==> src/hw/isa_pkg.sv <==
package isa_pkg;

    localparam int op_w       = 6;
    localparam int fn_w       = 6;
    localparam int reg_addr_w = 5;
    localparam int word_w     = 32;

    localparam logic [reg_addr_w-1:0] ra_reg = 5'd31; // link register for jal.

    // primary opcodes, instruction bits 31:26.
    localparam logic [op_w-1:0] op_special = 6'h00;
    localparam logic [op_w-1:0] op_j       = 6'h02;
    localparam logic [op_w-1:0] op_jal     = 6'h03;
    localparam logic [op_w-1:0] op_beq     = 6'h04;
    localparam logic [op_w-1:0] op_bne     = 6'h05;
    localparam logic [op_w-1:0] op_blez    = 6'h06;
    localparam logic [op_w-1:0] op_bgtz    = 6'h07;
    localparam logic [op_w-1:0] op_addi    = 6'h08;
    localparam logic [op_w-1:0] op_ori     = 6'h0d;
    localparam logic [op_w-1:0] op_lui     = 6'h0f;
    localparam logic [op_w-1:0] op_lb      = 6'h20;
    localparam logic [op_w-1:0] op_lw      = 6'h23;
    localparam logic [op_w-1:0] op_sb      = 6'h28;
    localparam logic [op_w-1:0] op_sw      = 6'h2b;

    // funct codes under op_special, bits 5:0.
    localparam logic [fn_w-1:0] fn_sll  = 6'h00;
    localparam logic [fn_w-1:0] fn_jr   = 6'h08;
    localparam logic [fn_w-1:0] fn_addu = 6'h21;
    localparam logic [fn_w-1:0] fn_subu = 6'h23;
    localparam logic [fn_w-1:0] fn_and  = 6'h24;
    localparam logic [fn_w-1:0] fn_or   = 6'h25;
    localparam logic [fn_w-1:0] fn_slt  = 6'h2a;

endpackage

==> src/hw/ctrl_pkg.sv <==
package ctrl_pkg;

    // alu operation.
    localparam logic [4:0] alu_add = 5'd0;
    localparam logic [4:0] alu_sub = 5'd1;
    localparam logic [4:0] alu_and = 5'd2;
    localparam logic [4:0] alu_or  = 5'd3;
    localparam logic [4:0] alu_slt = 5'd4;
    localparam logic [4:0] alu_sll = 5'd5;
    localparam logic [4:0] alu_lui = 5'd6; // passes operand b.

    localparam logic [2:0] npc_seq    = 3'd0;
    localparam logic [2:0] npc_branch = 3'd1; // taken only if branch_true.
    localparam logic [2:0] npc_jump   = 3'd2;
    localparam logic [2:0] npc_jr     = 3'd3;

    localparam logic [3:0] cmp_never = 4'd0;
    localparam logic [3:0] cmp_eq    = 4'd1;
    localparam logic [3:0] cmp_ne    = 4'd2;
    localparam logic [3:0] cmp_lez   = 4'd3;
    localparam logic [3:0] cmp_gtz   = 4'd4;

    localparam logic [1:0] ext_zero  = 2'd0;
    localparam logic [1:0] ext_sign  = 2'd1;
    localparam logic [1:0] ext_upper = 2'd2;

    localparam logic [1:0] wr_rt = 2'd0;
    localparam logic [1:0] wr_rd = 2'd1;
    localparam logic [1:0] wr_ra = 2'd2;

    localparam logic [1:0] wd_alu = 2'd0;
    localparam logic [1:0] wd_mem = 2'd1;
    localparam logic [1:0] wd_pc8 = 2'd2;

    localparam logic [1:0] asel_rs    = 2'd0;
    localparam logic [1:0] asel_shamt = 2'd1;
    localparam logic [1:0] bsel_rt    = 2'd0;
    localparam logic [1:0] bsel_imm   = 2'd1;

    localparam logic [1:0] mem_word = 2'd0;
    localparam logic [1:0] mem_byte = 2'd1;

    localparam logic [1:0] fwd_rf    = 2'd0;
    localparam logic [1:0] fwd_alu_m = 2'd1;
    localparam logic [1:0] fwd_pc8_m = 2'd2;

    localparam logic [2:0] t_none = 3'd7; // operand unused or no result.

endpackage

==> src/hw/controller.sv <==
module controller (
    input  logic [isa_pkg::word_w-1:0] command,
    output logic       rfwe_d,
    output logic       dmwe_d,
    output logic [1:0] wr_sel,
    output logic [1:0] wdsel_d,
    output logic [1:0] ext_op,
    output logic [1:0] asel_d,
    output logic [1:0] bsel_d,
    output logic [1:0] dmtype_d,
    output logic [2:0] npcop,
    output logic [2:0] tuse_rs,
    output logic [2:0] tuse_rt,
    output logic [2:0] tnew_d,
    output logic [3:0] cmp_op,
    output logic [4:0] aluop_d
);
    import isa_pkg::*;
    import ctrl_pkg::*;

    logic [op_w-1:0] opcode;
    logic [fn_w-1:0] funct;

    assign opcode = command[31:26];
    assign funct  = command[5:0];

    always_comb begin
        rfwe_d   = 1'b0; // defaults describe a nop.
        dmwe_d   = 1'b0;
        wr_sel   = wr_rt;
        wdsel_d  = wd_alu;
        ext_op   = ext_zero;
        asel_d   = asel_rs;
        bsel_d   = bsel_rt;
        dmtype_d = mem_word;
        npcop    = npc_seq;
        tuse_rs  = t_none;
        tuse_rt  = t_none;
        tnew_d   = t_none;
        cmp_op   = cmp_never;
        aluop_d  = alu_add;
        case (opcode)
            op_special: begin
                case (funct)
                    fn_addu, fn_subu, fn_and, fn_or, fn_slt: begin
                        rfwe_d  = 1'b1;
                        wr_sel  = wr_rd;
                        tuse_rs = 3'd1;
                        tuse_rt = 3'd1;
                        tnew_d  = 3'd1;
                        case (funct)
                            fn_subu: aluop_d = alu_sub;
                            fn_and:  aluop_d = alu_and;
                            fn_or:   aluop_d = alu_or;
                            fn_slt:  aluop_d = alu_slt;
                            default: aluop_d = alu_add;
                        endcase
                    end
                    fn_sll: begin
                        rfwe_d  = 1'b1;
                        wr_sel  = wr_rd;
                        asel_d  = asel_shamt;
                        aluop_d = alu_sll;
                        tuse_rt = 3'd1;
                        tnew_d  = 3'd1;
                    end
                    fn_jr: begin
                        npcop   = npc_jr;
                        tuse_rs = 3'd0; // target needed in decode.
                    end
                    default: ;
                endcase
            end
            op_ori, op_addi, op_lui: begin
                rfwe_d  = 1'b1;
                bsel_d  = bsel_imm;
                tnew_d  = 3'd1;
                tuse_rs = (opcode == op_lui) ? t_none : 3'd1;
                ext_op  = (opcode == op_ori) ? ext_zero :
                          (opcode == op_addi) ? ext_sign : ext_upper;
                aluop_d = (opcode == op_ori) ? alu_or :
                          (opcode == op_addi) ? alu_add : alu_lui;
            end
            op_lw, op_lb: begin
                rfwe_d   = 1'b1;
                wdsel_d  = wd_mem;
                ext_op   = ext_sign;
                bsel_d   = bsel_imm;
                dmtype_d = (opcode == op_lb) ? mem_byte : mem_word;
                tuse_rs  = 3'd1;
                tnew_d   = 3'd2; // data arrives after the memory stage.
            end
            op_sw, op_sb: begin
                dmwe_d   = 1'b1;
                ext_op   = ext_sign;
                bsel_d   = bsel_imm;
                dmtype_d = (opcode == op_sb) ? mem_byte : mem_word;
                tuse_rs  = 3'd1;
                tuse_rt  = 3'd2; // store data only needed in memory.
            end
            op_beq, op_bne: begin
                npcop   = npc_branch;
                cmp_op  = (opcode == op_beq) ? cmp_eq : cmp_ne;
                tuse_rs = 3'd0;
                tuse_rt = 3'd0;
            end
            op_blez, op_bgtz: begin
                npcop   = npc_branch;
                cmp_op  = (opcode == op_blez) ? cmp_lez : cmp_gtz;
                tuse_rs = 3'd0;
            end
            op_j: npcop = npc_jump;
            op_jal: begin
                npcop   = npc_jump;
                rfwe_d  = 1'b1;
                wr_sel  = wr_ra;
                wdsel_d = wd_pc8;
                tnew_d  = 3'd0; // pc8 is ready in decode.
            end
            default: ;
        endcase
    end

endmodule

==> src/hw/reg_file.sv <==
module reg_file (
    input  logic        clk,
    input  logic        rst,
    input  logic [4:0]  a1,
    input  logic [4:0]  a2,
    input  logic [4:0]  a3,
    input  logic        we,
    input  logic [31:0] wd,
    output logic [31:0] rd1,
    output logic [31:0] rd2
);

    logic [31:0] regs [32];
    logic        wr_en;

    assign wr_en = we && (a3 != 5'd0); // $zero is never written.

    always_ff @(posedge clk) begin
        if (rst) begin
            for (int i = 0; i < 32; i++) begin
                regs[i] <= '0;
            end
        end else if (wr_en) begin
            regs[a3] <= wd;
        end
    end

    // same-cycle write shows up on the read ports.
    assign rd1 = (wr_en && a3 == a1) ? wd : regs[a1];
    assign rd2 = (wr_en && a3 == a2) ? wd : regs[a2];

    a_zero_reg: assert property (@(posedge clk) disable iff (rst) regs[0] == '0);

endmodule

==> src/hw/branch_cmp.sv <==
module branch_cmp (
    input  logic [31:0] cmp_a,
    input  logic [31:0] cmp_b,
    input  logic [3:0]  cmp_op,
    output logic        branch_true
);
    import ctrl_pkg::*;

    logic signed [31:0] a_s;

    assign a_s = cmp_a;

    always_comb begin
        case (cmp_op)
            cmp_eq:  branch_true = (cmp_a == cmp_b);
            cmp_ne:  branch_true = (cmp_a != cmp_b);
            cmp_lez: branch_true = (a_s <= 0); // signed test against zero.
            cmp_gtz: branch_true = (a_s > 0);
            default: branch_true = 1'b0;
        endcase
    end

endmodule

==> src/hw/next_pc.sv <==
module next_pc (
    input  logic [31:0] command_addr,
    input  logic [31:0] command,
    input  logic [31:0] rs_val,
    output logic [31:0] pc_b,
    output logic [31:0] pc_j,
    output logic [31:0] pc_jr,
    output logic [31:0] pc8
);

    logic [31:0] pc4;
    logic [31:0] offset;

    assign pc4    = command_addr + 32'd4;
    assign offset = {{14{command[15]}}, command[15:0], 2'b00}; // word offset.

    assign pc_b  = pc4 + offset;
    assign pc_j  = {pc4[31:28], command[25:0], 2'b00}; // stays in the 256 MB region.
    assign pc_jr = rs_val;
    assign pc8   = command_addr + 32'd8; // return address past the delay slot.

endmodule

==> src/hw/decode_stage.sv <==
module decode_stage (
    input  logic        clk,
    input  logic        rst,
    input  logic [1:0]  fwd_cmp_a_d,
    input  logic [1:0]  fwd_cmp_b_d,
    input  logic [31:0] command_d,
    input  logic [31:0] command_addr_d,
    input  logic        rfwe_w,
    input  logic [4:0]  write_addr_w,
    input  logic [31:0] res_w,
    input  logic [31:0] pc8_m,
    input  logic [31:0] alu_res_m,
    output logic        branch_true,
    output logic [31:0] ext_res,
    output logic [31:0] rf_rd1_d,
    output logic [31:0] rf_rd2_d,
    output logic [4:0]  read1_addr_d,
    output logic [4:0]  read2_addr_d,
    output logic [4:0]  write_addr_d,
    output logic        rfwe_d,
    output logic        dmwe_d,
    output logic [1:0]  wdsel_d,
    output logic [1:0]  asel_d,
    output logic [1:0]  bsel_d,
    output logic [1:0]  dmtype_d,
    output logic [2:0]  npcop,
    output logic [2:0]  tuse_rs,
    output logic [2:0]  tuse_rt,
    output logic [2:0]  tnew_d,
    output logic [4:0]  aluop_d,
    output logic [31:0] pc_b_d,
    output logic [31:0] pc_j_d,
    output logic [31:0] pc_jr_d,
    output logic [31:0] pc8_d
);
    import ctrl_pkg::*;

    logic [1:0]  wr_sel;
    logic [1:0]  ext_op;
    logic [3:0]  cmp_op;
    logic [31:0] rf_rd1_raw;
    logic [31:0] rf_rd2_raw;
    logic [31:0] cmp_a;
    logic [31:0] cmp_b;
    logic [15:0] imm;

    assign read1_addr_d = command_d[25:21];
    assign read2_addr_d = command_d[20:16];
    assign imm          = command_d[15:0];

    always_comb begin
        case (wr_sel)
            wr_rt:   write_addr_d = command_d[20:16];
            wr_rd:   write_addr_d = command_d[15:11];
            wr_ra:   write_addr_d = '1; // $ra.
            default: write_addr_d = '0;
        endcase
    end

    always_comb begin
        case (ext_op)
            ext_sign:  ext_res = {{16{imm[15]}}, imm};
            ext_upper: ext_res = {imm, 16'h0000};
            default:   ext_res = {16'h0000, imm};
        endcase
    end

    // forwarding into the comparator operands.
    always_comb begin
        case (fwd_cmp_a_d)
            fwd_rf:    cmp_a = rf_rd1_raw;
            fwd_alu_m: cmp_a = alu_res_m;
            fwd_pc8_m: cmp_a = pc8_m;
            default:   cmp_a = '1;
        endcase
        case (fwd_cmp_b_d)
            fwd_rf:    cmp_b = rf_rd2_raw;
            fwd_alu_m: cmp_b = alu_res_m;
            fwd_pc8_m: cmp_b = pc8_m;
            default:   cmp_b = '1;
        endcase
    end

    assign rf_rd1_d = cmp_a;
    assign rf_rd2_d = cmp_b;

    controller u_controller (
        .command  (command_d),
        .rfwe_d   (rfwe_d),
        .dmwe_d   (dmwe_d),
        .wr_sel   (wr_sel),
        .wdsel_d  (wdsel_d),
        .ext_op   (ext_op),
        .asel_d   (asel_d),
        .bsel_d   (bsel_d),
        .dmtype_d (dmtype_d),
        .npcop    (npcop),
        .tuse_rs  (tuse_rs),
        .tuse_rt  (tuse_rt),
        .tnew_d   (tnew_d),
        .cmp_op   (cmp_op),
        .aluop_d  (aluop_d)
    );

    reg_file u_reg_file (
        .clk (clk),
        .rst (rst),
        .a1  (read1_addr_d),
        .a2  (read2_addr_d),
        .a3  (write_addr_w),
        .we  (rfwe_w),
        .wd  (res_w),
        .rd1 (rf_rd1_raw),
        .rd2 (rf_rd2_raw)
    );

    branch_cmp u_branch_cmp (
        .cmp_a       (cmp_a),
        .cmp_b       (cmp_b),
        .cmp_op      (cmp_op),
        .branch_true (branch_true)
    );

    next_pc u_next_pc (
        .command_addr (command_addr_d),
        .command      (command_d),
        .rs_val       (cmp_a),
        .pc_b         (pc_b_d),
        .pc_j         (pc_j_d),
        .pc_jr        (pc_jr_d),
        .pc8          (pc8_d)
    );

    // the hazard unit never produces the unused select code.
    a_fwd_legal: assert property (@(posedge clk) disable iff (rst)
        fwd_cmp_a_d != 2'd3 && fwd_cmp_b_d != 2'd3);

endmodule

==> config.mk <==
export PLATFORM = sky130hd
export DESIGN_NAME = decode_stage
export DESIGN_NICKNAME = d
export VERILOG_FILES = /design/src/hw/isa_pkg.sv /design/src/hw/ctrl_pkg.sv /design/src/hw/controller.sv /design/src/hw/reg_file.sv /design/src/hw/branch_cmp.sv /design/src/hw/next_pc.sv /design/src/hw/decode_stage.sv
export SDC_FILE = /design/constraint.sdc
export NUM_CORES = 2
export LEC_CHECK = 0
export ABC_AREA = 1
export BUFFER_PORTS_ARGS = -buffer_cell sky130_fd_sc_hd__buf_4
export CORE_MARGIN = 8
export CORE_UTILIZATION = 30
export DETAILED_ROUTE_END_ITERATION = 8
export PLACE_DENSITY = 0.47
export SYNTH_ARGS = -nofsm -noshare
export SYNTH_HDL_FRONTEND = slang
export SYNTH_SLANG_ARGS = --single-unit
==> constraint.sdc <==
create_clock -name clk -period 4.6 [get_ports clk]
set_input_delay 0.46 -clock clk [delete_from_list [all_inputs] [get_ports clk]]
set_output_delay 0.46 -clock clk [all_outputs]
set_load 0.005 [all_outputs]
==> out/metrics.csv <==
metric;value;unit
Syn Inst Count;8371;
Overflow after GRT;0;
worst rel slew slack;17.9;%
vias per inst;5.41;
crit path buf inv count;3;
mean post-synth cell area;7.71;um2
Seq/Total Area, Yosys;47.6;%
ys async rst share;0;%
Tcrit/Tclk final;96.0;%
first-pass GRT wire length;422;mm
final setup vio count;0;
setup ws final;0.186;ns
chip height;480;um
Routed Antenna Nets;0;
fillers;22100;
Synth Warn #;0;
Hold Path Class;input port to flop;
clock tree buffer depth;3;
clock sink total;1024;
Worst Path Arrival;3.95;ns
CP startpoint kind;flop;
critical path's slowest cell;edfxtp_1;
most common cell in the netlist;nand2_1;
vias in the first global route;57700;
Final Hold Fails;0;
WL met3;29.9;mm
Core Area;214000;um2
final max-slew violation count;0;
CTS HTree Levels;3;
Crit path max-delay family;simple AND/OR/NAND/NOR gates;
Worst Setup EP;branch_true;
Vias;62000;
Reg with most FFs;u_reg_file.regs;
Fmax achieved;227;MHz
row count;170;
CTS root buf;clkbuf_16;
VDD IR-drop max;0.313;mV
leakage;32.0;nW
M1 WL;123;mm
CTS tree;done;
Final min period;4.41;ns
Post-synth top cells;1821 x nand2_1, 1309 x nand3_1, 1270 x nor2_1;
mapped cell area;64500;um2
largest net degree at the start of global routing;112;
Synth area leaders;edfxtp_1 48%, nand2_1 11%, nand3_1 10%;
Largest register FFs;1024;
EDFF count, synth;1024;
crit-path cells;or2_2, nand3_1, nand3_1, nand3_1, nand3_1, nand2_1, nand2_1, nand2_1, nand2_2, buf_4, nor2_1, nand2_1, nor2_1, nand2_1, nor2_1, nand2_1, nand2_1, nand2_1, nand2_1, inv_1, nand3_1, buf_4;
Buffers on Ports;424;
synth unique cells;46;
critical path peak fanout;4;
HPWL after detailed placement;194;mm
post-CTS setup buffers;0;
Tot Pwr;25.0;mW
Slew @ Worst Pin;1.23;ns
NumNets Final;8707;
Crit. End Element;output pin;
Total GRT Usage;24.8;%
DRT iter0 DRCs;7982;
WL final;301;mm
Hold Buf Count CTS;0;
Die X;480;um
I/O Pins;439;
Worst-path clk slew;0.06;ns
status;finished, final reports clean;
pre-CTS setup slack;0.108;ns
critical path class;flop to output pin;
TNS Setup;0;ns
cell taking the most area after synthesis;edfxtp_1;
DR top layer;met5;
cts bufs inserted;118;
WL per Instance;26.3;um
area grow syn2layout;15.9;%
Cell Count, Final, Fillers Out;11400;
Worst Hold Depth;1;
Die Area;230000;um2
layout cells sized above 1;12.3;%
Synth Register Bits;1024;
met2 WL;136;mm
Critical Path RT;4.14;ns
initial antenna violation count;19;
GP Congestion;0.977;
CTS resizes;0;
max-cap violations;0;
Pre-antenna DRT Iters;7;
DRC;0;
crit-path max cell delay;0.39;ns
Initial Utilization;30.1;%
Worst Setup SP;u_reg_file.regs[0][24]$_SDFFCE_PN0P_;
unrepaired setup endpoints after global routing;false;
placed cell count;11200;
registers with the most flip-flops;u_reg_file.regs x1024;
most frequent CP cell;nand2_1;
Main synth FF type;edfxtp_1;
Stages on worst setup path;22;
power density over the cells;333;nW/um2
post-synth top area share;47.6;%
## worst min-delay path by stage
stage | start | to | slack [ns]
after CTS | rst | u_reg_file.regs[0][30]$_SDFFCE_PN0P_ | 0.1
after detailed placement | command_addr_d[1] | pc_b_d[1] | 0.92
after floorplan | res_w[31] | u_reg_file.regs[1][31]$_SDFFCE_PN0P_ | 0.70
final | rst | u_reg_file.regs[0][15]$_SDFFCE_PN0P_ | 0.14
after global routing | rst | u_reg_file.regs[0][30]$_SDFFCE_PN0P_ | 0.13
after global placement | command_addr_d[1] | pc_b_d[1] | 0.92
## layout by cell type (no fill, tap or decap), types with 6 or more instances in the layout
| cell | n |
|---|---|
| a21oi_1 | 242 |
| a21oi_2 | 6 |
| a221oi_1 | 15 |
| buf_12 | 67 |
| buf_4 | 655 |
| bufinv_16 | 6 |
| clkbuf_1 | 36 |
| clkbuf_16 | 118 |
| clkinv_1 | 46 |
| clkinv_2 | 11 |
| conb_1 | 40 |
| edfxtp_1 | 1024 |
| ha_1 | 33 |
| inv_1 | 903 |
| inv_2 | 9 |
| nand2_1 | 1757 |
| nand2_2 | 65 |
| nand3_1 | 1306 |
| nand4_1 | 8 |
| nor2_1 | 1263 |
| nor3_1 | 27 |
| nor4_1 | 7 |
| o211ai_1 | 491 |
| o21ai_0 | 223 |
| or2_1 | 11 |
| or2_2 | 72 |
| xnor2_1 | 18 |
| xor2_1 | 66 |
## report_power, final
| group | total, mW | switching [mW] | leakage, nW | internal (mW) |
|---|---|---|---|---|
| combinational | 4.78 | 3.32 | 20.5 | 1.46 |
| sequential | 11.0 | 0.190 | 9.75 | 10.8 |
| clock | 9.21 | 4.15 | 1.75 | 5.06 |
| total | 25.0 | 7.66 | 32.0 | 17.3 |
## area by class of cell
| class | instances | area (um2) | area share [%] |
|---|---|---|---|
| Clock buffer | 154 | 3090 | 4.13 |
| Multi-Input combinational cell | 5701 | 27000 | 36.0 |
| Sequential cell | 1024 | 30700 | 41.1 |
| Inverter | 926 | 3520 | 4.70 |
| Antenna cell | 5 | 12.5 | 0.0167 |
| Tap cell | 2838 | 3550 | 4.75 |
| Timing Repair Buffer | 730 | 6400 | 8.55 |
| Clock inverter | 66 | 556 | 0.742 |
## logic make-up after synthesis
logic type / Yosys count / synth area share [%]
compound gates: 1011 / 10.0
other cells: 1 / 0.00581
buf+inv: 1685 / 11.1
flops: 1024 / 47.6
simple gates: 4531 / 29.4
fa+ha+maj: 34 / 0.671
mux: 1 / 0.0155
xor+xnor: 84 / 1.14
## stage by stage
| step | hold slack, ns | utilization (%) | area (um2) |
|---|---|---|---|
| floorplan | 0.699 | - | 64700 |
| global placement | 0.920 | 33.2 | 71100 |
| detailed placement | 0.920 | 33.2 | 71100 |
| CTS | 0.0964 | 34.9 | 74800 |
| global route | 0.133 | 34.9 | 74800 |
| finish | 0.142 | 34.9 | 74800 |
## per-layer routing
metal  global-route usage (%)  vias to the layer above
li1                         -                    27900
met1                     32.8                    30000
met2                     40.0                     3489
met3                     4.66                      579
met4                     10.2                       10
met5                        0                        -
Power figures use the tool's default switching activity.
